**src/mipsPkg.sv**
```systemverilog
package mipsPkg;

    //////////////////////////////////////////////////
    // Reset address and register numbering
    //////////////////////////////////////////////////

    localparam logic [31:0] RESET_PC = 32'h0000_3000;

    typedef logic [4:0] regAddrT;

    // Primary opcode field in instr[31:26]
    localparam logic [5:0] OP_RTYPE = 6'h00;
    localparam logic [5:0] OP_J     = 6'h02;
    localparam logic [5:0] OP_JAL   = 6'h03;
    localparam logic [5:0] OP_BEQ   = 6'h04;
    localparam logic [5:0] OP_BNE   = 6'h05;
    localparam logic [5:0] OP_ADDIU = 6'h09;
    localparam logic [5:0] OP_ORI   = 6'h0d;
    localparam logic [5:0] OP_LUI   = 6'h0f;
    localparam logic [5:0] OP_LW    = 6'h23;
    localparam logic [5:0] OP_SW    = 6'h2b;

    // R-type function field in instr[5:0]
    localparam logic [5:0] FN_SLL  = 6'h00;
    localparam logic [5:0] FN_JR   = 6'h08;
    localparam logic [5:0] FN_ADDU = 6'h21;
    localparam logic [5:0] FN_SUBU = 6'h23;
    localparam logic [5:0] FN_AND  = 6'h24;
    localparam logic [5:0] FN_OR   = 6'h25;
    localparam logic [5:0] FN_SLT  = 6'h2a;

    //////////////////////////////////////////////////
    // Control encodings
    //////////////////////////////////////////////////

    typedef enum logic [2:0] {
        ALU_ADD, ALU_SUB, ALU_AND, ALU_OR, ALU_SLT, ALU_SLL, ALU_LUI
    } aluOpT;

    typedef enum logic [1:0] {SRCB_REG, SRCB_IMM, SRCB_SHAMT} srcBSelT;

    typedef enum logic [1:0] {DST_RT, DST_RD, DST_RA} regDstSelT;

    typedef enum logic [1:0] {WB_ALU, WB_MEM, WB_LINK} wbSelT;

    typedef enum logic [1:0] {NPC_SEQ, NPC_BRANCH, NPC_JUMP, NPC_REG} npcSelT;

endpackage

```
**src/ctrlDecoder.sv**
```systemverilog
`timescale 1ns/1ps

module ctrlDecoder (
    input  logic [31:0]         instr,
    output logic                regWe,
    output mipsPkg::regDstSelT  regDstSel,
    output logic                extSigned,
    output mipsPkg::srcBSelT    srcBSel,
    output mipsPkg::aluOpT      aluOp,
    output logic                memWe,
    output mipsPkg::wbSelT      wbSel,
    output mipsPkg::npcSelT     npcSel,
    output logic                branchOnEqual
);
    import mipsPkg::*;

    logic [5:0] opcode;
    logic [5:0] funct;

    assign opcode = instr[31:26];
    assign funct  = instr[5:0];

    always_comb begin
        // Defaults describe a no-op
        regWe         = 1'b0;
        regDstSel     = DST_RT;
        extSigned     = 1'b0;
        srcBSel       = SRCB_REG;
        aluOp         = ALU_ADD;
        memWe         = 1'b0;
        wbSel         = WB_ALU;
        npcSel        = NPC_SEQ;
        branchOnEqual = 1'b0;

        casez ({opcode, funct})
            {OP_RTYPE, FN_ADDU}: begin
                regWe     = 1'b1;
                regDstSel = DST_RD;
                aluOp     = ALU_ADD;
            end
            {OP_RTYPE, FN_SUBU}: begin
                regWe     = 1'b1;
                regDstSel = DST_RD;
                aluOp     = ALU_SUB;
            end
            {OP_RTYPE, FN_AND}: begin
                regWe     = 1'b1;
                regDstSel = DST_RD;
                aluOp     = ALU_AND;
            end
            {OP_RTYPE, FN_OR}: begin
                regWe     = 1'b1;
                regDstSel = DST_RD;
                aluOp     = ALU_OR;
            end
            {OP_RTYPE, FN_SLT}: begin
                regWe     = 1'b1;
                regDstSel = DST_RD;
                aluOp     = ALU_SLT;
            end
            {OP_RTYPE, FN_SLL}: begin
                regWe     = 1'b1;
                regDstSel = DST_RD;
                srcBSel   = SRCB_SHAMT;
                aluOp     = ALU_SLL;
            end
            {OP_RTYPE, FN_JR}: npcSel = NPC_REG;
            {OP_ADDIU, 6'b??????}: begin
                regWe     = 1'b1;
                extSigned = 1'b1;
                srcBSel   = SRCB_IMM;
            end
            {OP_ORI, 6'b??????}: begin
                regWe   = 1'b1;
                srcBSel = SRCB_IMM;
                aluOp   = ALU_OR;
            end
            {OP_LUI, 6'b??????}: begin
                regWe   = 1'b1;
                srcBSel = SRCB_IMM;
                aluOp   = ALU_LUI;
            end
            {OP_LW, 6'b??????}: begin
                regWe     = 1'b1;
                extSigned = 1'b1;
                srcBSel   = SRCB_IMM;
                wbSel     = WB_MEM;
            end
            {OP_SW, 6'b??????}: begin
                extSigned = 1'b1;
                srcBSel   = SRCB_IMM;
                memWe     = 1'b1;
            end
            {OP_BEQ, 6'b??????}: begin
                npcSel        = NPC_BRANCH;
                branchOnEqual = 1'b1;
            end
            {OP_BNE, 6'b??????}: npcSel = NPC_BRANCH;
            {OP_J, 6'b??????}:   npcSel = NPC_JUMP;
            {OP_JAL, 6'b??????}: begin
                regWe     = 1'b1;
                regDstSel = DST_RA;
                wbSel     = WB_LINK;
                npcSel    = NPC_JUMP;
            end
            default: ;
        endcase
    end

endmodule

```
**config.mk**
```make
export PLATFORM = sky130hd
export DESIGN_NAME = ctrlDecoder
export DESIGN_NICKNAME = d
export VERILOG_FILES = /design/src/mipsPkg.sv /design/src/ctrlDecoder.sv
export SDC_FILE = /design/constraint.sdc
export NUM_CORES = 1
export LEC_CHECK = 0
export ABC_AREA = 1
export BUFFER_PORTS_ARGS = -buffer_cell sky130_fd_sc_hd__buf_2
export CORE_AREA = 5 5 42 44
export DETAILED_ROUTE_END_ITERATION = 10
export DIE_AREA = 0 0 47 49
export PLACE_DENSITY = 0.72
export SLEW_MARGIN = 20
export SYNTH_ARGS = -nofsm -noshare
export SYNTH_HDL_FRONTEND = slang
export SYNTH_SLANG_ARGS = --single-unit
export TNS_END_PERCENT = 100
```
**constraint.sdc**
```tcl
create_clock -name vclk -period 1.3
set_input_delay 0.065 -clock vclk [all_inputs]
set_output_delay 0.065 -clock vclk [all_outputs]
set_load 0.01 [all_outputs]
```
# After elaboration in Yosys (flattened, before gate mapping)
# Index checks and enable logic that the tools add are counted.
word_totals:
  regBits: 0
  input_bits: 32
  out_inout_bits: 15
  elab_cells: 32
classes:
  eq_ne: 15
  n_mux: 9
  n_reduce_logical: 8
ops:
  columns: ["cell", "count"]
  rows:
  - ["== test 12 x 6 -> 1 bit, second input constant", 5]
  - ["== test 6 x 4 -> 1 bit, second input constant", 3]
  - ["case mux 3 bit (6 select lines)", 1]
  - ["== test 12 x 4 -> 1 bit, second input constant", 1]
  - ["== test 6 x 2 -> 1 bit, second input constant", 2]
  - ["== test 6 x 3 -> 1 bit, second input constant", 2]
  - ["== test 6 bit, second input constant", 2]
  - ["logical NOT 12 bit", 1]
  - ["case mux 2 bit (2 select lines)", 3]
  - ["OR reduction 11 bit", 1]
  - ["case mux 2 bit (3 select lines)", 1]
  - ["OR reduction 2 bit", 3]
  - ["OR reduction 6 bit", 1]
  - ["OR reduction 5 bit", 1]
  - ["2-to-1 mux 1 bit", 4]
  - ["OR reduction 3 bit", 1]

# Logic depth before layout (Yosys ltp)
depth:
  word_depth: 3
  mapped_depth: 7

# Worst setup path before layout
# OpenSTA, ideal clock, no wires.
synth_path:
  path_type: "input to output"
  startpoint: "input port instr[30]"
  endpoint: "output port regWe"
  arrival_time_ns: 0.672
  required_time_ns: 1.235
  slack_ns: 0.563
  path_stages: 7
  n_path_buf: 0
  cell_sequence: "nor2_4 > nand2_1 > nor2_2 > nand2_1 > nand2_1 > nor2_1 > nand3_1"
synth_between:
  elab_chain_len: 3
synth_rtl:
  columns: ["item", "line_no", "source"]
  rows:
  - ["start: declaration", "ctrlDecoder.sv:4", "input logic [31:0] instr,"]
  - ["== test 12 x 6 -> 1 bit (tied with other cells)", "ctrlDecoder.sv:35", "casez ({opcode, funct})"]
  - ["OR reduction 11 bit (no line) (*)", null, null]
  - ["2-to-1 mux 1 bit (*)", "ctrlDecoder.sv:35", null]
  - ["end: declaration", "ctrlDecoder.sv:5", "output logic regWe,"]
# Mark *: on every way between the ends. The rest lies on a longest branch, timed or not.

# Worst setup path after layout
layout_path:
  startpoint: "input port instr[28]"
  endpoint: "output port regDstSel[0]"
layout_between:
  elab_chain_len: 3
layout_rtl:
  columns: ["item", "line_no", "source"]
  rows:
  - ["== test 12 x 6 -> 1 bit / logical NOT 12 bit (equally long branches)", "ctrlDecoder.sv:35", null]
  - ["OR reduction 6 bit (no line)", null, null]
  - ["case mux 2 bit (2 select lines) (*)", "ctrlDecoder.sv:35", null]
  - ["end: declaration", "ctrlDecoder.sv:6", "output mipsPkg::regDstSelT regDstSel,"]
# Marks and branches as above.

==> flow_summary_export.csv <==
group,metric,value,unit
run_status,outcome,"finished clean",
logic_synthesis,yosys-top-cells-count,"nand2_1, inv_1, nor2_1, nand3_1",
floorplan,die-area,2300,µm²
logic_synthesis,yosysTopAreaCell,"nand2_1",
sta,worst_pin_slew,0.204,ns
logic_synthesis,yosysWarnings,0,
power,power,0.0947,mW
logic_synthesis,synth_area,379,µm²
power,p_int,0.0352,mW
power,p_sw_share,62.9,%
sta,finalHoldViolCount,0,
layout,diodes,0,
worst_setup_path,startpoint_type,"primary input",
route,vias,556,
floorplan,die_h,49,µm
sta,whs,0.435,ns
floorplan,ios,47,
logic_synthesis,synth_top_cells_by_area,"nand2_1, nand3_1, inv_1",
grt,grtUsageTotal,9.96,%
route,post_drt_wl_per_cell,8.53,µm
grt,grt_max_degree,7,
power,peakVddDrop,0.0000837,V
sta,setup-tns-final,0,ns
worst_setup_path,worstPathRequired,1.24,ns
floorplan,core-area,1400,µm²
grt,use_met2,19.0,%
placed_design,gp_congestion,0.713,
sta,maxSlewHeadroom,86.3,%
floorplan,die_x,47,µm
run,max-cap-violations,0,
worst_setup_path,crit_slowest_cell,"nor2_4",
sta,setup_viol_count_final,0,
placed_design,post-place-ws,0.274,ns
grt,met1_usage,11.5,%
power,p_leak,0.404,nW
grt,overflow,0,
sta,fin_crit,1.01,ns
grt,grt_pass1_vias,492,
logic_synthesis,avgSynthCellArea,4.80,µm²
logic_synthesis,post-synth-top-count-cell,"nand2_1",
worst_hold_path,holdCritPathClass,"primary input to output pin",
power,p_comb_share,100.0,%
grt,grt_most_used_layer,"met2",
sta,rsz0062_at_grt,"false",
layout,seq_cells,0,
route,routed_via_density,4.56,
clock_tree,post_cts_buffers,0,
layout,drive_gt1_share,36.8,%
floorplan,core.rowCount,14,
power,clkPwrFrac,0,%
worst_setup_path,worstPathMaxFanout,6,
layout,syn_to_final_growth,40.9,%
sta,layout_setup_ws,0.292,ns
route,drcViolationCount,0,
power,seq_power_share,0,%
worst_setup_path,worstPathCellList,"buf_2, nor2_4, nand2_4, inv_4, nand3_1, nand2_1, nor2_2, nand3_1, buf_2",
floorplan,initial_utilization,27.1,%
power,powerDensity,177,nW/µm²
grt,grtUsageMet3,1.85,%
sta,finalMaxSlewViolations,0,
grt,antenna_found_initial,0,
logic_synthesis,syn_inst,79,
logic_synthesis,yosys.area.top_type_share,21.8,%
logic_synthesis,synth_cell_type_count,13,
worst_setup_path,crit_path_max_incr_delay,0.16,ns
sta,timing.final.crit_share,77.5,%
placed_design,dp_hpwl,955,µm
logic_synthesis,syn_nets,111,
route,first_pass_iters,4,
layout,area.sequential,0,µm²
route,drtIter0Drc,11,
route,ant_nets,0,
grt,grt_pass1_wl,1.88,mm
worst_setup_path,critPathKind,"primary input to output pin",
layout,clkbuf_count,0,
sta,fmax,992,MHz
clock_tree,cts.repair.resized,0,
logic_synthesis,synth-seq-area-share,0,%
placed_design,io_buffers,27,
clock_tree,hold_buffers,0,
power,switchingPower,0.0596,mW
layout,final_nets,140,
worst_setup_path,crit_arrival,0.94,ns
route,drt_wl_total,1.04,mm
worst_setup_path,end_kind,"output pin",
[worst max-delay path: cells and delay by family]
kind	cells	cell delay, ns
buffers and inverters	3	0.34
AND/OR/NAND/NOR	6	0.52
[cells by family after synthesis]
kind of cell | after synthesis | synth area share [%]
and+or+nand+nor | 61 | 80.9
AOI/OAI and AO/OA | 2 | 2.64
buffers and inverters | 16 | 16.5
[power by group through the flow]
stage / registers [mW] / logic [mW] / clock network, mW
after floorplan: 0 / 0.0524 / 0
after global placement: 0 / 0.0936 / 0
after detailed placement: 0 / 0.0952 / 0
after CTS: 0 / 0.0956 / 0
after global routing: 0 / 0.108 / 0
final: 0 / 0.0947 / 0
[metrics by stage]
step / instance area (µm²) / cells / utilization, %
finish: 534 / 122 / 38.1
CTS: 534 / 122 / 38.1
floorplan: 379 / 79 / -
global route: 534 / 122 / 38.1
global placement: 534 / 122 / 38.1
detailed placement: 534 / 122 / 38.1
[routing by layer]
metal | part of all wire, % | wire length, µm | up-vias
met4 | 0 | 0 | 0
met3 | 8.5 | 89 | 0
li1 | - | - | 298
met1 | 39 | 410 | 243
met5 | 0 | 0 | -
met2 | 52 | 541 | 15
[path summary, 6_finish.rpt]
kind                       from             to  depth (start not counted)  slack [ns]
worst max-delay path  instr[28]   regDstSel[0]                          9        0.29
worst min-delay path  instr[26]  branchOnEqual                          3        0.44
[layout make-up]
| cell class | instances | area, µm² |
|---|---|---|
| well taps | 16 | 20.0 |
| fillers | 178 | 867 |
| multi-input cells | 63 | 317 |
| repair buffers | 27 | 135 |
| inverters | 16 | 62.6 |
[layout by cell type (no fill, tap or decap)]
master	netlist	routed
buf_2	0	27
inv_1	15	15
inv_4	1	1
nand2_1	22	22
nand2_2	2	2
nand2_4	1	1
nand3_1	12	12
nand3_2	2	2
nand4_1	2	2
nor2_1	13	13
nor2_2	3	3
nor2_4	3	3
nor4_1	1	1
o21ai_0	2	2
Note: power is estimated with default switching activity, not from simulation.
