### src/mipsPkg.sv
package mipsPkg;

    //////////////////////////////////////////////////
    // Reset address and register numbering
    //////////////////////////////////////////////////

    localparam logic [31:0] RESET_PC = 32'h0000_3000;

    typedef logic [4:0] regAddrT;

    // Primary opcode field in instr[31:26]
    localparam logic [5:0] OP_RTYPE = 6'h00;
    localparam logic [5:0] OP_J     = 6'h02;
    localparam logic [5:0] OP_JAL   = 6'h03;
    localparam logic [5:0] OP_BEQ   = 6'h04;
    localparam logic [5:0] OP_BNE   = 6'h05;
    localparam logic [5:0] OP_ADDIU = 6'h09;
    localparam logic [5:0] OP_ORI   = 6'h0d;
    localparam logic [5:0] OP_LUI   = 6'h0f;
    localparam logic [5:0] OP_LW    = 6'h23;
    localparam logic [5:0] OP_SW    = 6'h2b;

    // R-type function field in instr[5:0]
    localparam logic [5:0] FN_SLL  = 6'h00;
    localparam logic [5:0] FN_JR   = 6'h08;
    localparam logic [5:0] FN_ADDU = 6'h21;
    localparam logic [5:0] FN_SUBU = 6'h23;
    localparam logic [5:0] FN_AND  = 6'h24;
    localparam logic [5:0] FN_OR   = 6'h25;
    localparam logic [5:0] FN_SLT  = 6'h2a;

    //////////////////////////////////////////////////
    // Control encodings
    //////////////////////////////////////////////////

    typedef enum logic [2:0] {
        ALU_ADD, ALU_SUB, ALU_AND, ALU_OR, ALU_SLT, ALU_SLL, ALU_LUI
    } aluOpT;

    typedef enum logic [1:0] {SRCB_REG, SRCB_IMM, SRCB_SHAMT} srcBSelT;

    typedef enum logic [1:0] {DST_RT, DST_RD, DST_RA} regDstSelT;

    typedef enum logic [1:0] {WB_ALU, WB_MEM, WB_LINK} wbSelT;

    typedef enum logic [1:0] {NPC_SEQ, NPC_BRANCH, NPC_JUMP, NPC_REG} npcSelT;

endpackage

### src/regFile.sv
`timescale 1ns/1ps

module regFile (
    input  logic              clk,
    input  logic              rst,
    input  logic              we,
    input  mipsPkg::regAddrT  rsAddr,
    input  mipsPkg::regAddrT  rtAddr,
    input  mipsPkg::regAddrT  wAddr,
    input  logic [31:0]       wData,
    output logic [31:0]       rsData,
    output logic [31:0]       rtData
);
    import mipsPkg::*;

    logic [31:0] regs [32];

    // Combinational reads with $zero fixed at zero
    assign rsData = (rsAddr == regAddrT'(0)) ? 32'h0 : regs[rsAddr];
    assign rtData = (rtAddr == regAddrT'(0)) ? 32'h0 : regs[rtAddr];

    always_ff @(posedge clk) begin
        if (rst) begin
            for (int i = 0; i < 32; i++) begin
                regs[i] <= 32'h0;
            end
        end else if (we && (wAddr != regAddrT'(0))) begin
            regs[wAddr] <= wData;
        end
    end

endmodule

### config.mk
export PLATFORM = sky130hd
export DESIGN_NAME = regFile
export DESIGN_NICKNAME = d
export VERILOG_FILES = /design/src/mipsPkg.sv /design/src/regFile.sv
export SDC_FILE = /design/constraint.sdc
export NUM_CORES = 2
export LEC_CHECK = 0
export BUFFER_PORTS_ARGS = -buffer_cell sky130_fd_sc_hd__buf_2
export CAP_MARGIN = 40
export CELL_PAD_IN_SITES_DETAIL_PLACEMENT = 1
export CELL_PAD_IN_SITES_GLOBAL_PLACEMENT = 1
export CORE_AREA = 4 4 471 473
export CTS_CLUSTER_SIZE = 40
export DETAILED_ROUTE_END_ITERATION = 10
export DIE_AREA = 0 0 475 477
export HOLD_SLACK_MARGIN = 0.12
export PLACE_DENSITY = 0.41
export SYNTH_ARGS = -nofsm -noshare
export SYNTH_HDL_FRONTEND = slang
export SYNTH_SLANG_ARGS = --single-unit
### constraint.sdc
create_clock -name clk -period 2.8 [get_ports clk]
set_input_delay 0.42 -clock clk [delete_from_list [all_inputs] [get_ports clk]]
set_output_delay 0.42 -clock clk [all_outputs]
set_load 0.01 [all_outputs]
# Yosys cells after proc, flatten, opt, wreduce, memory -nomap -nowiden
# Memory sizes are Yosys's and may differ from the RTL's.
# Index checks and enable logic that the tools add are counted.
dict set report word_totals {
  memories 1
  regBits 0
  ramBits 1024
  latchBits 0
  out_inout_bits 64
  word_cells 16
  romBits 0
}
# memory depth word_bits rd rd_ports_with_merged_regs wr line
set mem_list {}
lappend mem_list {regs 32 32 2 0 32 regFile.sv:16} ;# logic [31:0] regs [32];
dict set report op_classes {
  multipliers 0
  reduce_logical 5
  bitwise 0
  muxes 10
  eq_ne 0
  add_sub_neg 0
  shift 0
  order_cmp 0
  div 0
}
# op count
set ops {}
lappend ops {{2-to-1 mux 32 bit} 3}
lappend ops {{OR reduction 32 bit} 1}
lappend ops {{logical NOT 5 bit} 2}
lappend ops {{2-to-1 mux 1 bit} 6}
lappend ops {{2-to-1 mux 5 bit} 1}
lappend ops {{nonzero test 5 bit} 1}
lappend ops {{logical AND 1 bit} 1}

# Logic depth before layout (Yosys ltp)
dict set report logic_depth {
  depth_word 7
  mapped_depth 9
}

# Worst setup path before layout
# Ideal clock, no wire load.
dict set report synth_timing {
  path_type {input to output}
  start {input rtAddr[0]}
  end {output rtData[3]}
  required_time_ps 2380
  t_arrival_ps 2090
  setup_slack_ps 290
  n_path_buf 4
  cell_stages 7
  cell_sequence {clkbuf_1 buf_6 buf_6 buf_6 mux4_2 a2111oi_0 nor3_1}
}
dict set report synth_between {
  elab_chain_len 2
  elab_cells_between_ends 3
  classes_between {1 x mux; 1 x reduce/logical; 1 x memory}
}
# element line
set synth_rtl {}
lappend synth_rtl {{start, declared} regFile.sv:8} ;# input mipsPkg::regAddrT rtAddr,
lappend synth_rtl {{memory (32 x 32 bit) or logical NOT 5 bit (tied branches)} n/a}
lappend synth_rtl {{2-to-1 mux 32 bit (*)} regFile.sv:20} ;# assign rtData = (rtAddr == regAddrT'(0)) ? 32'h0 : regs[rtAddr];
lappend synth_rtl {{end, declared} regFile.sv:12} ;# output logic [31:0] rtData
# Mark *: on every way between the ends. The rest lies on a longest branch, timed or not.

==> PnR_summary.wiki <==
{| class="wikitable"
! Metric !! Value
|-
| Growth of design area from synthesis to finish || 27.6%
|-
| Number of vias in the routed layout || approximately 35,000
|-
| Post-synthesis sequential element count || 1,024
|-
| DR iter-0 viols || ~2,800
|-
| Crit path max fanout || 2
|-
| Power per unit of standard cell area || approximately 590 mW/mm2
|-
| Vias in the first global route || about 37,000
|-
| Critical Path End Type || output port
|-
| Largest net degree at the start of global routing || 50
|-
| Synthesis Warnings || 0
|-
| Clk Tree Root Cell || sky130_fd_sc_hd__clkbuf_16
|-
| Final core area utilization || about a third
|-
| Category of the critical setup timing path || reg -> out
|-
| EDFF count, synth || between 1,000 and 1,500
|-
| Synthesized area per cell || about 15 um2
|-
| Arrival @ worst endpoint || between 2 and 3 ns
|-
| Count of distinct cell types in the synthesized netlist || 42
|-
| Largest register FFs || 1,024
|-
| Hold crit path type || in -> reg
|-
| Routed wire length || 235,000 um
|-
| Clock tree from TritonCTS || yes
|-
| Required @ worst endpoint || 2.38 ns
|-
| Die Area || 0.227 mm2
|-
| Leakage power total || 0.0240 uW
|-
| Overall routing resource usage || just over 20%
|-
| Final weighted congestion of routability-driven global placement || ~0.78
|-
| First drt pass iteration count || 5
|-
| HPWL reported at the end of detailed placement || about 160,000 um
|-
| Largest registers ranked by flip-flop count || regs: 1024 flops
|-
| # H-tree levels || 4
|-
| Area share of the leading cell type in the synthesized netlist || 56.7%
|-
| Count of pins over their slew limit || 0
|-
| Die Height || 477 um
|-
| Largest Register || regs
|-
| Status || finished with violations
|-
| RSZ-0062 raised after global routing || true
|-
| Clock tree buffer depth || 3
|-
| Layout cell share with drive strength beyond 1 || 39.6%
|-
| Instance count of the mapped netlist || 3,502
|-
| Synthesized area || ~0.054 mm2
|-
| GRT overflow || 0
|-
| Flip-flop cell with the highest count after synthesis || sky130_fd_sc_hd__edfxtp_1
|-
| Horizontal die dimension || approximately 480 um
|-
| Clk sinks || 1,024
|-
| Async set-reset flop share out of synthesis || 0%
|-
| Violations in the final reports || negative setup slack
|-
| Startpoint types || register
|-
| Count of final setup violators || 62
|-
| Fin crit period || 3.18 ns
|-
| Number of placed I/O pins || 114
|-
| Num rows || approximately 170
|-
| Final antenna-violating net count || 0
|-
| Transition time of the tightest slew-check pin || 0.730 ns
|-
| Non-filler cells, final || about 6,900
|-
| Top post-synthesis cells by area || sky130_fd_sc_hd__edfxtp_1 57%, sky130_fd_sc_hd__mux4_2 20%, sky130_fd_sc_hd__and2_1 11%, sky130_fd_sc_hd__mux2i_1 2.8%, sky130_fd_sc_hd__clkbuf_1 1.9%
|-
| Antenna violations before repair || 29
|-
| Highest clock rate || roughly 310 MHz
|-
| Drc violations || 0
|-
| Number of placed instances, taps included || around 6,600
|-
| Hold Fails Final Rpt || 0
|-
| Worst-case headroom to the max-slew limit || 51.3%
|-
| Average wire per standard cell || 34.1 um
|-
| Core box area || 0.217 mm2
|-
| Final period util || 114%
|-
| Largest area contributor in the netlist || sky130_fd_sc_hd__edfxtp_1
|-
| Clock edge transition at the registers on the reported setup and hold paths || around 0.060 ns
|-
| Minimum setup slack in the final design || -0.383 ns
|-
| Hold Crit Depth || 2
|-
| Starting utilization of the core area || 25.0%
|-
| Via/cell ratio || between 5 and 6
|-
| Port Buf Inserts || 113
|-
| Max-cap violations || 0
|-
| First-pass GRT wire length || roughly 320,000 um
|-
| Number of clock buffers inserted by TritonCTS || between 100 and 150
|-
| VDD IR-drop max || between 0.6 and 0.7 mV
|-
| Net total in the final layout || 3,972
|-
| Share of the yosys chip area belonging to registers || between 50% and 60%
|}
## placed cells by master (no fill, tap or decap), types with 5 or more instances in the layout
cell,synthesis,routed
sky130_fd_sc_hd__nand2_1,7,7
sky130_fd_sc_hd__clkbuf_16,0,139
sky130_fd_sc_hd__conb_1,1,32
sky130_fd_sc_hd__buf_6,22,39
sky130_fd_sc_hd__buf_2,44,89
sky130_fd_sc_hd__o22ai_1,103,71
sky130_fd_sc_hd__buf_12,0,135
sky130_fd_sc_hd__buf_16,0,7
sky130_fd_sc_hd__clkbuf_1,272,28
sky130_fd_sc_hd__nor4_4,0,5
sky130_fd_sc_hd__a21oi_1,12,10
sky130_fd_sc_hd__clkinv_1,0,31
sky130_fd_sc_hd__or2_2,33,33
sky130_fd_sc_hd__a22o_4,0,23
sky130_fd_sc_hd__diode_2,0,27
sky130_fd_sc_hd__nor2b_1,14,8
sky130_fd_sc_hd__a22oi_1,16,16
sky130_fd_sc_hd__o22ai_4,0,16
sky130_fd_sc_hd__and2_1,995,994
sky130_fd_sc_hd__o22ai_2,0,16
sky130_fd_sc_hd__mux4_2,472,472
sky130_fd_sc_hd__nor3_4,0,33
sky130_fd_sc_hd__a2111oi_4,0,43
sky130_fd_sc_hd__clkinv_2,0,19
sky130_fd_sc_hd__a2111oi_2,0,12
sky130_fd_sc_hd__mux2_2,30,29
sky130_fd_sc_hd__edfxtp_1,1024,1024
sky130_fd_sc_hd__mux2i_1,150,146
sky130_fd_sc_hd__nand2b_1,5,5
sky130_fd_sc_hd__nor2_4,0,32
sky130_fd_sc_hd__nor3_2,0,21
sky130_fd_sc_hd__nand3b_1,5,5
sky130_fd_sc_hd__buf_4,31,366
sky130_fd_sc_hd__a22o_1,51,28
sky130_fd_sc_hd__bufinv_16,0,6
## cell usage after synthesis, types with 22 or more instances
library cell	n
sky130_fd_sc_hd__or2_2	33
sky130_fd_sc_hd__buf_6	22
sky130_fd_sc_hd__and2_1	995
sky130_fd_sc_hd__buf_4	31
sky130_fd_sc_hd__clkbuf_1	272
sky130_fd_sc_hd__nor3_1	54
sky130_fd_sc_hd__mux2i_1	150
sky130_fd_sc_hd__mux4_2	472
sky130_fd_sc_hd__mux2_2	30
sky130_fd_sc_hd__o22ai_1	103
sky130_fd_sc_hd__nor2_1	36
sky130_fd_sc_hd__a22o_1	51
sky130_fd_sc_hd__edfxtp_1	1024
sky130_fd_sc_hd__a2111oi_1	41
sky130_fd_sc_hd__buf_2	44
## metal layers
metal | track usage, % | vias up | part of all wire (%)
met3 | 2.43 | 211 | 4.0
met1 | 28.4 | 19100 | 45
met4 | 4.60 | 4 | 2.1
met2 | 34.7 | 924 | 49
met5 | 0 | - | 0.011
li1 | - | 14500 | -
## per-stage QoR
step	hold WS, ns	setup TNS [ns]	setup WS, ns	power (uW)	area (um2)
6_report	0.318	-12.88	-0.383	40800	69200
2_1_floorplan	0.618	0	0.290	21000	54300
3_5_place_dp	1.10	-20.82	-0.757	24100	62500
3_3_place_gp	1.10	-21.24	-0.765	24100	62400
5_1_grt	0.327	-18.97	-0.494	42200	69200
4_1_cts	0.266	-18.58	-0.506	41300	68700
## worst max-delay path: stages, from the launching register on
cell	delay [ns]
sky130_fd_sc_hd__edfxtp_1	0.40
sky130_fd_sc_hd__mux4_2	0.48
sky130_fd_sc_hd__mux4_2	0.61
sky130_fd_sc_hd__o22ai_4	0.17
sky130_fd_sc_hd__buf_6	0.15
sky130_fd_sc_hd__nor3_4	0.04
sky130_fd_sc_hd__buf_2	0.15
## repair_timing
action	in CTS	in global routing
setup buffers	45	14
endpoints found under the setup margin	64	64
endpoints found under the hold margin	0	0
gates resized for setup	337	58
cloned	1	0
hold buffers	0	0
pin swaps	130	31
## path summary, 6_finish.rpt
| check | to | from | slack, ns |
|---|---|---|---|
| worst max-delay path | rsData[14] | regs[31][14]$_SDFFCE_PN0P_ | -0.38 |
| worst min-delay path | regs[1][21]$_SDFFCE_PN0P_ | wData[21] | 0.32 |
## where the power goes
part / internal [uW] / total [uW] / switching, uW
sequential: 17700 / 18200 / 479
clock: 9540 / 16400 / 6910
combinational: 2790 / 6120 / 3330
total: 30000 / 40800 / 10700
## cells by family (layout without fill, tap and decap cells)
kind of cell,Yosys count,after routing,synth area share (%)
buf+inv,389,871,3.31
flops,1024,1024,56.7
mux,652,652,23.0
compound gates,259,259,3.65
simple gates,1177,1177,13.3
other cells,1,59,0.00691
## final cells by class
| type | instances | area (um2) |
|---|---|---|
| Tap cell | 2854 | 3570 |
| Clock buffer | 167 | 3580 |
| Timing Repair Buffer | 641 | 6600 |
| Sequential cell | 1024 | 30700 |
| Multi-Input combinational cell | 2120 | 24200 |
| Clock inverter | 61 | 434 |
| Inverter | 2 | 7.51 |
| Fill cell | 22300 | 148000 |
| Antenna cell | 27 | 67.6 |
Power figures use the tool's default switching activity.
