[src/mipsPkg.sv]
package mipsPkg;

    //////////////////////////////////////////////////
    // Reset address and register numbering
    //////////////////////////////////////////////////

    localparam logic [31:0] RESET_PC = 32'h0000_3000;

    typedef logic [4:0] regAddrT;

    // Primary opcode field in instr[31:26]
    localparam logic [5:0] OP_RTYPE = 6'h00;
    localparam logic [5:0] OP_J     = 6'h02;
    localparam logic [5:0] OP_JAL   = 6'h03;
    localparam logic [5:0] OP_BEQ   = 6'h04;
    localparam logic [5:0] OP_BNE   = 6'h05;
    localparam logic [5:0] OP_ADDIU = 6'h09;
    localparam logic [5:0] OP_ORI   = 6'h0d;
    localparam logic [5:0] OP_LUI   = 6'h0f;
    localparam logic [5:0] OP_LW    = 6'h23;
    localparam logic [5:0] OP_SW    = 6'h2b;

    // R-type function field in instr[5:0]
    localparam logic [5:0] FN_SLL  = 6'h00;
    localparam logic [5:0] FN_JR   = 6'h08;
    localparam logic [5:0] FN_ADDU = 6'h21;
    localparam logic [5:0] FN_SUBU = 6'h23;
    localparam logic [5:0] FN_AND  = 6'h24;
    localparam logic [5:0] FN_OR   = 6'h25;
    localparam logic [5:0] FN_SLT  = 6'h2a;

    //////////////////////////////////////////////////
    // Control encodings
    //////////////////////////////////////////////////

    typedef enum logic [2:0] {
        ALU_ADD, ALU_SUB, ALU_AND, ALU_OR, ALU_SLT, ALU_SLL, ALU_LUI
    } aluOpT;

    typedef enum logic [1:0] {SRCB_REG, SRCB_IMM, SRCB_SHAMT} srcBSelT;

    typedef enum logic [1:0] {DST_RT, DST_RD, DST_RA} regDstSelT;

    typedef enum logic [1:0] {WB_ALU, WB_MEM, WB_LINK} wbSelT;

    typedef enum logic [1:0] {NPC_SEQ, NPC_BRANCH, NPC_JUMP, NPC_REG} npcSelT;

endpackage

[src/aluExecute.sv]
`timescale 1ns/1ps

module aluExecute (
    input  logic              [31:0] rsData,
    input  logic              [31:0] rtData,
    input  logic              [15:0] imm,
    input  logic              [4:0]  shamt,
    input  logic                     extSigned,
    input  mipsPkg::srcBSelT         srcBSel,
    input  mipsPkg::aluOpT           aluOp,
    output logic              [31:0] aluResult,
    output logic                     equal,
    output logic                     less
);
    import mipsPkg::*;

    logic [31:0] extImm;
    logic [31:0] srcB;

    //////////////////////////////////////////////////
    // Operand preparation
    //////////////////////////////////////////////////

    // ori and lui take the immediate zero-extended
    assign extImm = extSigned ? {{16{imm[15]}}, imm} : {16'h0, imm};

    always_comb begin
        case (srcBSel)
            SRCB_IMM:   srcB = extImm;
            SRCB_SHAMT: srcB = {27'h0, shamt};
            default:    srcB = rtData;
        endcase
    end

    // Flags for branches and slt
    assign equal = (rsData == rtData);
    assign less  = ($signed(rsData) < $signed(rtData));

    //////////////////////////////////////////////////
    // Operations
    //////////////////////////////////////////////////

    always_comb begin
        case (aluOp)
            ALU_ADD: aluResult = rsData + srcB;
            ALU_SUB: aluResult = rsData - srcB;
            ALU_AND: aluResult = rsData & srcB;
            ALU_OR:  aluResult = rsData | srcB;
            ALU_SLT: aluResult = {31'h0, less};
            // Shift amount comes through srcB from the shamt field
            ALU_SLL: aluResult = rtData << srcB[4:0];
            ALU_LUI: aluResult = {srcB[15:0], 16'h0};
            default: aluResult = 32'h0;
        endcase
    end

endmodule

[config.mk]
export PLATFORM = sky130hd
export DESIGN_NAME = aluExecute
export DESIGN_NICKNAME = d
export VERILOG_FILES = /design/src/mipsPkg.sv /design/src/aluExecute.sv
export SDC_FILE = /design/constraint.sdc
export NUM_CORES = 1
export LEC_CHECK = 0
export BUFFER_PORTS_ARGS = -buffer_cell sky130_fd_sc_hd__clkbuf_2
export CAP_MARGIN = 40
export CORE_MARGIN = 2
export CORE_UTILIZATION = 55
export DETAILED_ROUTE_END_ITERATION = 8
export PLACE_DENSITY = 0.89
export SYNTH_ARGS = -nofsm -noshare
export SYNTH_HDL_FRONTEND = slang
export SYNTH_SLANG_ARGS = --single-unit
[constraint.sdc]
create_clock -name vclk -period 11.69
set_input_delay 2.338 -clock vclk [all_inputs]
set_output_delay 2.338 -clock vclk [all_outputs]
set_load 0.03 [all_outputs]
# After elaboration in Yosys (flattened, before gate mapping)
# Cells that the tools add are included.
# Widths: inputs -> output; s select.
totals:
  romBits: 0
  mem_bits_rw: 0
  inputBits: 91
  wordCells: 19
  latch_bits: 0
  mem_count: 0
  output_inout_bits: 34
  reg_bits: 0
op_classes:
  mux: 3
  reduce_logical: 1
  magnitude_cmp: 1
  div: 0
  n_mul: 0
  n_eq_ne: 9
  bitwise_logic: 2
  n_shift: 1
  addsub: 2
ops:
  columns: ["operator", "n"]
  rows:
  - ["$pmux 32 s7", 1]
  - ["$pmux 32 s2", 1]
  - ["$add 32x32->32", 1]
  - ["$and 32x32->32", 1]
  - ["$eq 32x32->1", 1]
  - ["$lt 32x32->1", 1]
  - ["$mux 32", 1]
  - ["$or 32x32->32", 1]
  - ["$shl 32x5->32", 1]
  - ["$sub 32x32->32", 1]
  - ["$eq 3x3->1 const B", 3]
  - ["$eq 3x2->1 const B", 2]
  - ["$eq 3x1->1 const B", 1]
  - ["$logic_not 3->1", 1]
  - ["$eq 2x1->1 const B", 1]
  - ["$eq 2x2->1 const B", 1]

# Logic depth before layout (Yosys ltp)
# Gate-level depths: netlist (run 1).
depth:
  ltp_word: 4
  ltp_mapped: 22
  ltp_nobuf: 20

# Worst setup path before layout (run 1)
# No wires, ideal clock.
synth_timing:
  path_type: "in2out"
  start: "input port srcBSel[0]"
  end: "output port aluResult[24]"
  path_stages: 21
  path_slack_ns: 2.432
  t_arrival_ns: 6.920
  t_required_ns: 9.352
  n_path_buf: 6
  path_cell_list: "inv_1 > ha_1 > buf_6 > buf_2 > buf_2 > o21a_1 > buf_2 > buf_4 > buf_2 > nor2_1 > xnor2_1 > fa_1 > nor2b_1 > o21ai_0 > a21boi_0 > o31ai_1 > a311oi_1 > o221ai_1 > o21ai_0 > xnor2_1 > o21ai_0"
synth_via:
  elab_chain_cells: 4
  word_cells_on_any_way: 9
  cone_classes: "add/sub (2); eq/ne (2); shift (1); mux (2); bitwise (2)"
synth_rtl:
  columns: ["item", "line_no", "text"]
  rows:
  - ["start: declaration", "aluExecute.sv:9", "input mipsPkg::srcBSelT srcBSel,"]
  - ["$eq 2x2->1 or $eq 2x1->1 (tied branches)", "aluExecute.sv:28", "case (srcBSel)"]
  - ["$pmux 32 s2 *", "aluExecute.sv:28", null]
  - ["$sub 32x32->32, or another cell as far along", "aluExecute.sv:46", "ALU_SUB: aluResult = rsData - srcB;"]
  - ["$pmux 32 s7 *", "aluExecute.sv:44", "case (aluOp)"]
  - ["end: declaration", "aluExecute.sv:11", "output logic [31:0] aluResult,"]
# Every way passes the cells marked *; elsewhere a longest branch is shown, timed or not.

# Worst setup path in the final report (run 1)
layout_timing:
  start: "input port srcBSel[0]"
  end: "output port aluResult[31]"
# Same word-level chain as after synthesis.

==> results of run 1 <==
## worst max-delay path, delay by kind of cell
kind            cells  cell delay [ps]
simple gates        6             1620
buf+inv             3              320
xor+xnor            2              270
compound gates      9             2370
fa+ha+maj           2              880
## metrics by stage
stage | setup slack [ps] | util (%)
after global placement | 1810 | 62.6
after global routing | 1170 | 62.7
after CTS | 1580 | 62.7
after detailed placement | 1610 | 62.7
final | 1510 | 62.7
after floorplan | 2430 | -
## worst max-delay path by stage
stage,from,to,slack [ps],cells past startpoint
global route,srcBSel[1],aluResult[31],1170,22
CTS,srcBSel[0],aluResult[31],1580,22
global placement,srcBSel[0],aluResult[31],1810,23
detailed placement,srcBSel[0],aluResult[31],1610,22
finish,srcBSel[0],aluResult[31],1510,22
floorplan,srcBSel[0],aluResult[24],2430,21
## cells by family after synthesis
kind of cell    synth area share, %
buf+inv                        8.06
compound gates                 33.4
mux                            8.70
simple gates                   24.6
fa+ha+maj                      17.7
xor+xnor                       7.47
## layout make-up
cell class | instances | area (um2) | share of cell area (%)
inverters | 60 | 225 | 3.28
multi-input cells | 833 | 5720 | 83.4
well taps | 140 | 175 | 2.55
repair buffers | 141 | 742 | 10.8
## report_power, final
group          switching (mW)  total, mW  leakage (nW)  internal (mW)
Sequential                  0          0             0              0
Clock                       0          0             0              0
Combinational           0.392      0.612          3.24          0.220
Total                   0.392      0.612          3.24          0.220
## metal layers
layer,wire (um),vias up
met5,0,-
met4,1790,0
met3,3390,143
met2,10600,693
met1,9410,3603
li1,-,3670
## cells in the final DEF (no fill, tap or decap), drive strengths merged, types with 28 or more instances in the layout
cell / instances
mux2i: 36
o21ai: 76
nor3: 40
inv: 60
nand2: 102
ha: 64
nor2: 83
maj3: 28
a21oi: 93
clkbuf: 125
xnor2: 32
==> impl_metrics.json, run 1 <==
{
  "critical_path_arrival_ps": 7840,
  "chipWidth_um": 110,
  "finalCriticalPeriod_ps": 10180,
  "path_max_fanout": 27,
  "numPortBuffers": 125,
  "post-route-drc-count": 0,
  "hold_slack_ps": 5300,
  "yosys_warnings": 0,
  "core_area_mm2": 0.0109,
  "i_o_pin_count": 125,
  "dieHeight_um": 110,
  "dr.first_iter.drc_count": 1190,
  "nFlopsAndLatches": 0,
  "stdcell_area_mm2": 0.00686,
  "synth_cell_type_count": 73,
  "grt_pass1_wl_mm": 38.3,
  "finalNetCount": 1192,
  "syn_to_final_growth_pct": 10.5,
  "max-slew-margin-rel_pct": 38.3,
  "cp_slowest_cell": "a221oi_4",
  "gp_congestion": 1.06,
  "antennaDiodeCount": 0,
  "critical_hold_path_startpoint": "rsData[31]",
  "ir_drop_uv": 57.1,
  "clock_buffer_count": 0,
  "timing.setup.critical_path_class": "in2out",
  "tightestPinTransition_ps": 922,
  "hold-path-cell-count": 4,
  "dp_cells": 1174,
  "post_synth_top_cells": "nand2_1, a21oi_1, nor2_1, o21ai_0, ha_1",
  "power-per-cell-area_mw_per_mm2": 89.2,
  "layout.cells.non_filler": 1174,
  "rows": 38,
  "cellLeakagePower_nw": 3.24,
  "synth_sequential_area_ratio_pct": 0,
  "die-area_mm2": 0.0122,
  "synth_largest_type_area_fraction_pct": 12.9,
  "synth_area_leaders": "ha_1, a21oi_1, nand2_1, o21ai_0, mux2i_1",
  "fill_cells": 1074,
  "global_route.peak_usage_layer": "met2",
  "cts-resized-gates": 0,
  "netlist_area_mm2": 0.00621,
  "use_met3_pct": 6.94,
  "slew_violations": 0,
  "post_cts_buffers": 0,
  "wire_per_inst_um": 21.5,
  "detailroute.via_count": 8109,
  "place_area_mm2": 0.00686,
  "report.power.total_mw": 0.612,
  "worst_hold_path_type": "in2out",
  "dpl.hpwl_mm": 20.2,
  "crit_path_start_kind": "input pin",
  "area.sequential_um2": 0,
  "grt_max_degree": 45,
  "start_util_pct": 56.8,
  "synth.most_common_cell": "nand2_1",
  "grt_usage_pct": 40.7,
  "met1_routing_resource_usage_after_global_routing_pct": 51.8,
  "post_synth.cell_area_avg_um2": 6.52,
  "whs_endpoint": "less",
  "final_number_of_hold_violating_endpoints": 0,
  "critical_path.max_stage_delay_ps": 680,
  "hold_buffers": 0,
  "first_pass_iteration_count_of_the_detailed_router": 6,
  "routed_via_count_divided_by_cell_count": 6.91,
  "max_freq_ghz": 0.0982,
  "groute.layer.met2.usage_pct": 65.7,
  "fin_tns_setup_ps": 0,
  "max-cap-violations": 0,
  "antenna_found_initial": 0,
  "setup_viol": 0,
  "worst_path_cell_trace": "clkbuf_2, inv_1, ha_2, a221oi_4, o22ai_2, nor4_4, and2_1, nand2_1, or3_1, o21ai_0, xor2_1, ha_1, nand4_1, nor2_1, a221oi_1, o21ai_0, o21ba_2, a31o_2, o311ai_1, xnor2_1, a21o_1, clkbuf_2",
  "endpoint_kind": "output pin",
  "timing.critical_path.required_ps": 9350,
  "synth.net_count": 1108,
  "drive_gt1_share_pct": 17.2,
  "netlist.top_cell.by_area": "ha_1",
  "run_status": "complete, no violations",
  "final_antenna_net_count": 0,
  "fin_crit_sh_pct": 87.1,
  "postRouteWirelength_mm": 25.2,
  "grt_setup_unrepaired": "no",
  "synthCells": 952,
  "grt_remaining_overflow": 0,
  "first_global_vias": 7236
}
(Power assumes the default switching activity.)
==> run 2: changes to the inputs <==
- CELL_PAD_IN_SITES_DETAIL_PLACEMENT: default -> 1
- CELL_PAD_IN_SITES_GLOBAL_PLACEMENT: default -> 2
- CORE_UTILIZATION: 55 -> 34
- PLACE_DENSITY: 0.89 -> 0.95
==> run 2 against run 1 <==
  * Routed wire length rose by 17%
  * Global-route usage decreased by 12 points
  * Flip-flop and latch count stayed put
  * Worst setup slack got worse by 320 ps
  * First-iteration DRC count decreased by 49%
  * Sequential share of layout area unchanged
  * Core utilization is 24 points lower
  * Cell count is 7.8% higher
  * Highest routed layer unchanged
  * Critical path depth unchanged
  * Die area up 59%
  * Cell area increased by 1.8%
  * Via count shrank 3.4%
==> impl_metrics.json, run 2 (synthesis results as in run 1) <==
{
  "routed_via_count_divided_by_cell_count": 6.19,
  "grt_max_degree": 48,
  "crit_path_start_kind": "input pin",
  "chipWidth_um": 139,
  "antenna_found_initial": 1,
  "core_area_mm2": 0.0180,
  "stdcell_area_mm2": 0.00698,
  "max_freq_ghz": 0.0952,
  "cellLeakagePower_nw": 3.24,
  "final_antenna_net_count": 0,
  "hold_buffers": 0,
  "multi_input_area_mm2": 0.00572,
  "grt_usage_pct": 29.2,
  "gp_congestion": 0.980,
  "detailedPlace.worstSlack_ps": 1340,
  "finalCriticalPeriod_ps": 10500,
  "max-slew-margin-rel_pct": 36.5,
  "endpoint_kind": "output pin",
  "timing.final.ws_setup_ps": 1190,
  "layout.cells.non_filler": 1265,
  "hold_slack_ps": 5310,
  "fin_util_pct": 38.9,
  "ir_drop_uv": 41.0,
  "grt_setup_unrepaired": "no",
  "final_number_of_hold_violating_endpoints": 0,
  "first_pass_iteration_count_of_the_detailed_router": 5,
  "finalNetCount": 1193,
  "tightestPinTransition_ps": 948,
  "drive_gt1_share_pct": 17.4,
  "postRouteWirelength_mm": 29.4,
  "power-per-cell-area_mw_per_mm2": 89.5,
  "path_max_fanout": 47,
  "dieHeight_um": 139,
  "clock_buffer_count": 0,
  "fin_tns_setup_ps": 0,
  "nFlopsAndLatches": 0,
  "numPortBuffers": 125,
  "post-route-drc-count": 0,
  "grt_pass1_wl_mm": 45.2,
  "most-common-layout-cells": "clkbuf_2, nand2_1, a21oi_1",
  "fill_cells": 2393,
  "max-cap-violations": 0,
  "place_area_mm2": 0.00698,
  "die-area_mm2": 0.0194,
  "slew_violations": 0,
  "run_status": "complete, no violations",
  "dpl.hpwl_mm": 24.2,
  "post_cts_buffers": 0,
  "timing.critical_path.required_ps": 9350,
  "dr.first_iter.drc_count": 610,
  "i_o_pin_count": 125,
  "syn_to_final_growth_pct": 12.4,
  "cts-resized-gates": 0,
  "fin_crit_sh_pct": 89.8,
  "wire_per_inst_um": 23.3,
  "rows": 49,
  "detailroute.via_count": 7833,
  "first_global_vias": 7958,
  "dp_cells": 1264,
  "critical_path_arrival_ps": 8160,
  "final_common_cell": "clkbuf_2",
  "grt_remaining_overflow": 0,
  "setup_viol": 0,
  "worst_hold_path_type": "in2out",
  "start_util_pct": 34.6,
  "area.sequential_um2": 0,
  "timing.setup.critical_path_class": "in2out",
  "report.power.total_mw": 0.625
}
run 2: changes by cell type in the layout (fill, tap and decap cells not counted), sizes merged:
cell | before | now
buf | 16 | 17
diode | 0 | 1
run 2: layout make-up:
class                           count  area share (%)
Timing Repair Buffer              142            10.7
Antenna cell                        1          0.0358
Multi-Input combinational cell    833            81.9
Tap cell                          229            4.10
Inverter                           60            3.22
run 2: per-layer routing:
metal  share of wire (%)  global-route usage, %  vias to the layer above
li1                    -                      -                     3670
met1                  43                   39.0                     3712
met2                  45                   48.4                      361
met3                 7.0                   2.83                       90
met4                 4.6                   11.6                        0
met5                   0                      0                        -
run 2: worst max-delay path, cell delays in order:
cell and delay, ps:
clkbuf_2 90, inv_1 40, ha_2 870, nor2b_1 310, a22o_1 330, nor4_4 440, and2_1 250, nand2_1 120
or3_1 370, o21ai_0 210, xor2_1 110, ha_1 400, nand4_1 240, nor2_1 260, a221oi_1 130, o21ai_0 170
o21ba_2 200, a31o_2 300, o21ai_0 280, xnor2_1 110, o211ai_1 290, clkbuf_2 270
run 2: power by group:
part / leakage (nW) / switching [mW] / internal [mW]
sequential: 0 / 0 / 0
combinational: 3.24 / 0.404 / 0.221
clock: 0.00000758 / 0 / 0.00000000155
run 2: worst paths after layout:
check	from	to	slack, ps	cells after the start
worst max-delay path	srcBSel[0]	aluResult[29]	1190	22
worst min-delay path	rsData[7]	aluResult[7]	5310	5
==> run 3: changes to the inputs <==
- GPL_TIMING_DRIVEN: default -> 0
==> run 3 against run 2 <==
  * Non-clock buffer count up 43
  * Cell area up 2.1%
  * Fmax down 3.1%
  * Combinational power up 4.5%
  * Routed wire length up 11%
  * Hold slack worse by 11 ps
  * Count of clock-buffer cells in the layout unchanged
  * First-iteration DRC count up 9.8%
  * Cell count up 3.3%
  * Sequential share of layout area unchanged
  * Core utilization up 0.84 points
==> impl_metrics.json, run 3 (synthesis results as in run 1) <==
{
  "crit_path_start_kind": "input pin",
  "place_area_mm2": 0.00713,
  "fin_tns_setup_ps": 0,
  "power-per-cell-area_mw_per_mm2": 91.5,
  "die-area_mm2": 0.0194,
  "first_pass_iteration_count_of_the_detailed_router": 5,
  "drive_gt1_share_pct": 16.8,
  "timing.setup.critical_path_class": "in2out",
  "most-common-layout-cells": "clkbuf_2, nand2_1, a21oi_1",
  "setup_viol": 0,
  "finalNetCount": 1236,
  "first_global_vias": 8176,
  "run_status": "complete, no violations",
  "post_cts_buffers": 0,
  "core_area_mm2": 0.0180,
  "area.sequential_um2": 0,
  "slew_violations": 0,
  "report.power.total_mw": 0.653,
  "antennaDiodeCount": 0,
  "cts-resized-gates": 0,
  "final_antenna_net_count": 0,
  "endpoint_kind": "output pin",
  "hold-path-cell-count": 5,
  "grt_setup_unrepaired": "no",
  "routed_via_count_divided_by_cell_count": 6.24,
  "syn_to_final_growth_pct": 14.9,
  "tightestPinTransition_ps": 868,
  "cellLeakagePower_nw": 3.30,
  "max_freq_ghz": 0.0923,
  "detailroute.via_count": 8151,
  "i_o_pin_count": 125,
  "timing.critical_path.required_ps": 9350,
  "wire_per_inst_um": 25.1,
  "stdcell_area_mm2": 0.00713,
  "hold_buffers": 0,
  "clock_buffer_count": 0,
  "routedLengthMet1_mm": 14.1,
  "chipWidth_um": 139,
  "numPortBuffers": 125,
  "grt_pass1_wl_mm": 48.9,
  "final_number_of_hold_violating_endpoints": 0,
  "worst_hold_path_type": "in2out",
  "grt_remaining_overflow": 0,
  "dr.first_iter.drc_count": 670,
  "gp_congestion": 0.986,
  "topRoutingLayerUsed": "met4",
  "met3_wirelength_mm": 2.41,
  "fin_crit_sh_pct": 92.7,
  "final_common_cell": "clkbuf_2",
  "routed-wl-met2_mm": 14.7,
  "layout.cells.non_filler": 1307,
  "antenna_found_initial": 0,
  "critical_path_arrival_ps": 8500,
  "dieHeight_um": 139,
  "max-slew-margin-rel_pct": 41.5,
  "dpl.hpwl_mm": 27.7,
  "path_max_fanout": 10,
  "postRouteWirelength_mm": 32.7,
  "start_util_pct": 34.6,
  "rows": 49,
  "grt_max_degree": 11,
  "post-route-drc-count": 0,
  "max-cap-violations": 0,
  "ir_drop_uv": 49.8,
  "dp_cells": 1307,
  "nFlopsAndLatches": 0,
  "finalCriticalPeriod_ps": 10830,
  "grt_usage_pct": 32.4
}
## run 3: power by group
group	internal [mW]	switching, mW	leakage, nW
sequential	0	0	0
clock	0	0	0
combinational	0.224	0.428	3.30
total	0.224	0.428	3.30
## run 3: per-stage QoR
step | worst slack (ps) | util [%] | hold WS (ps)
after CTS | 1130 | 39.7 | 5280
after floorplan | 2430 | - | 5060
final | 855 | 39.7 | 5300
after global routing | 699 | 39.7 | 5330
after global placement | 1220 | 39.7 | 5280
after detailed placement | 1150 | 39.7 | 5280
## run 3: routing by layer
layer | track usage (%) | up-vias
li1 | - | 3759
met1 | 42.9 | 3908
met2 | 52.9 | 394
met3 | 4.80 | 90
met4 | 12.7 | 0
met5 | 0 | -
## run 3: final cells by class
cell class	count	area [um2]
timing repair buffer	126	637
fill	2426	10800
buffer	59	275
tap	229	287
inverter	60	225
multi-input combinational	833	5710
## run 3: critical path, stage by stage
cell	delay (ps)
clkbuf_2	100
inv_1	40
ha_1	470
buf_6	200
buf_2	300
buf_2	360
o21a_1	270
buf_2	330
buf_4	260
buf_2	290
nor2_1	100
xnor2_1	190
fa_1	470
nor2b_1	120
o21ai_0	120
a21boi_0	440
o31ai_1	170
a311oi_1	690
o221ai_1	340
xnor2_1	370
a221o_1	290
clkbuf_2	230
## run 3: path summary, 6_finish.rpt
kind | from | endpoint | slack [ps]
setup / recovery | srcBSel[0] | aluResult[20] | 860
hold / removal | rsData[10] | aluResult[10] | 5300
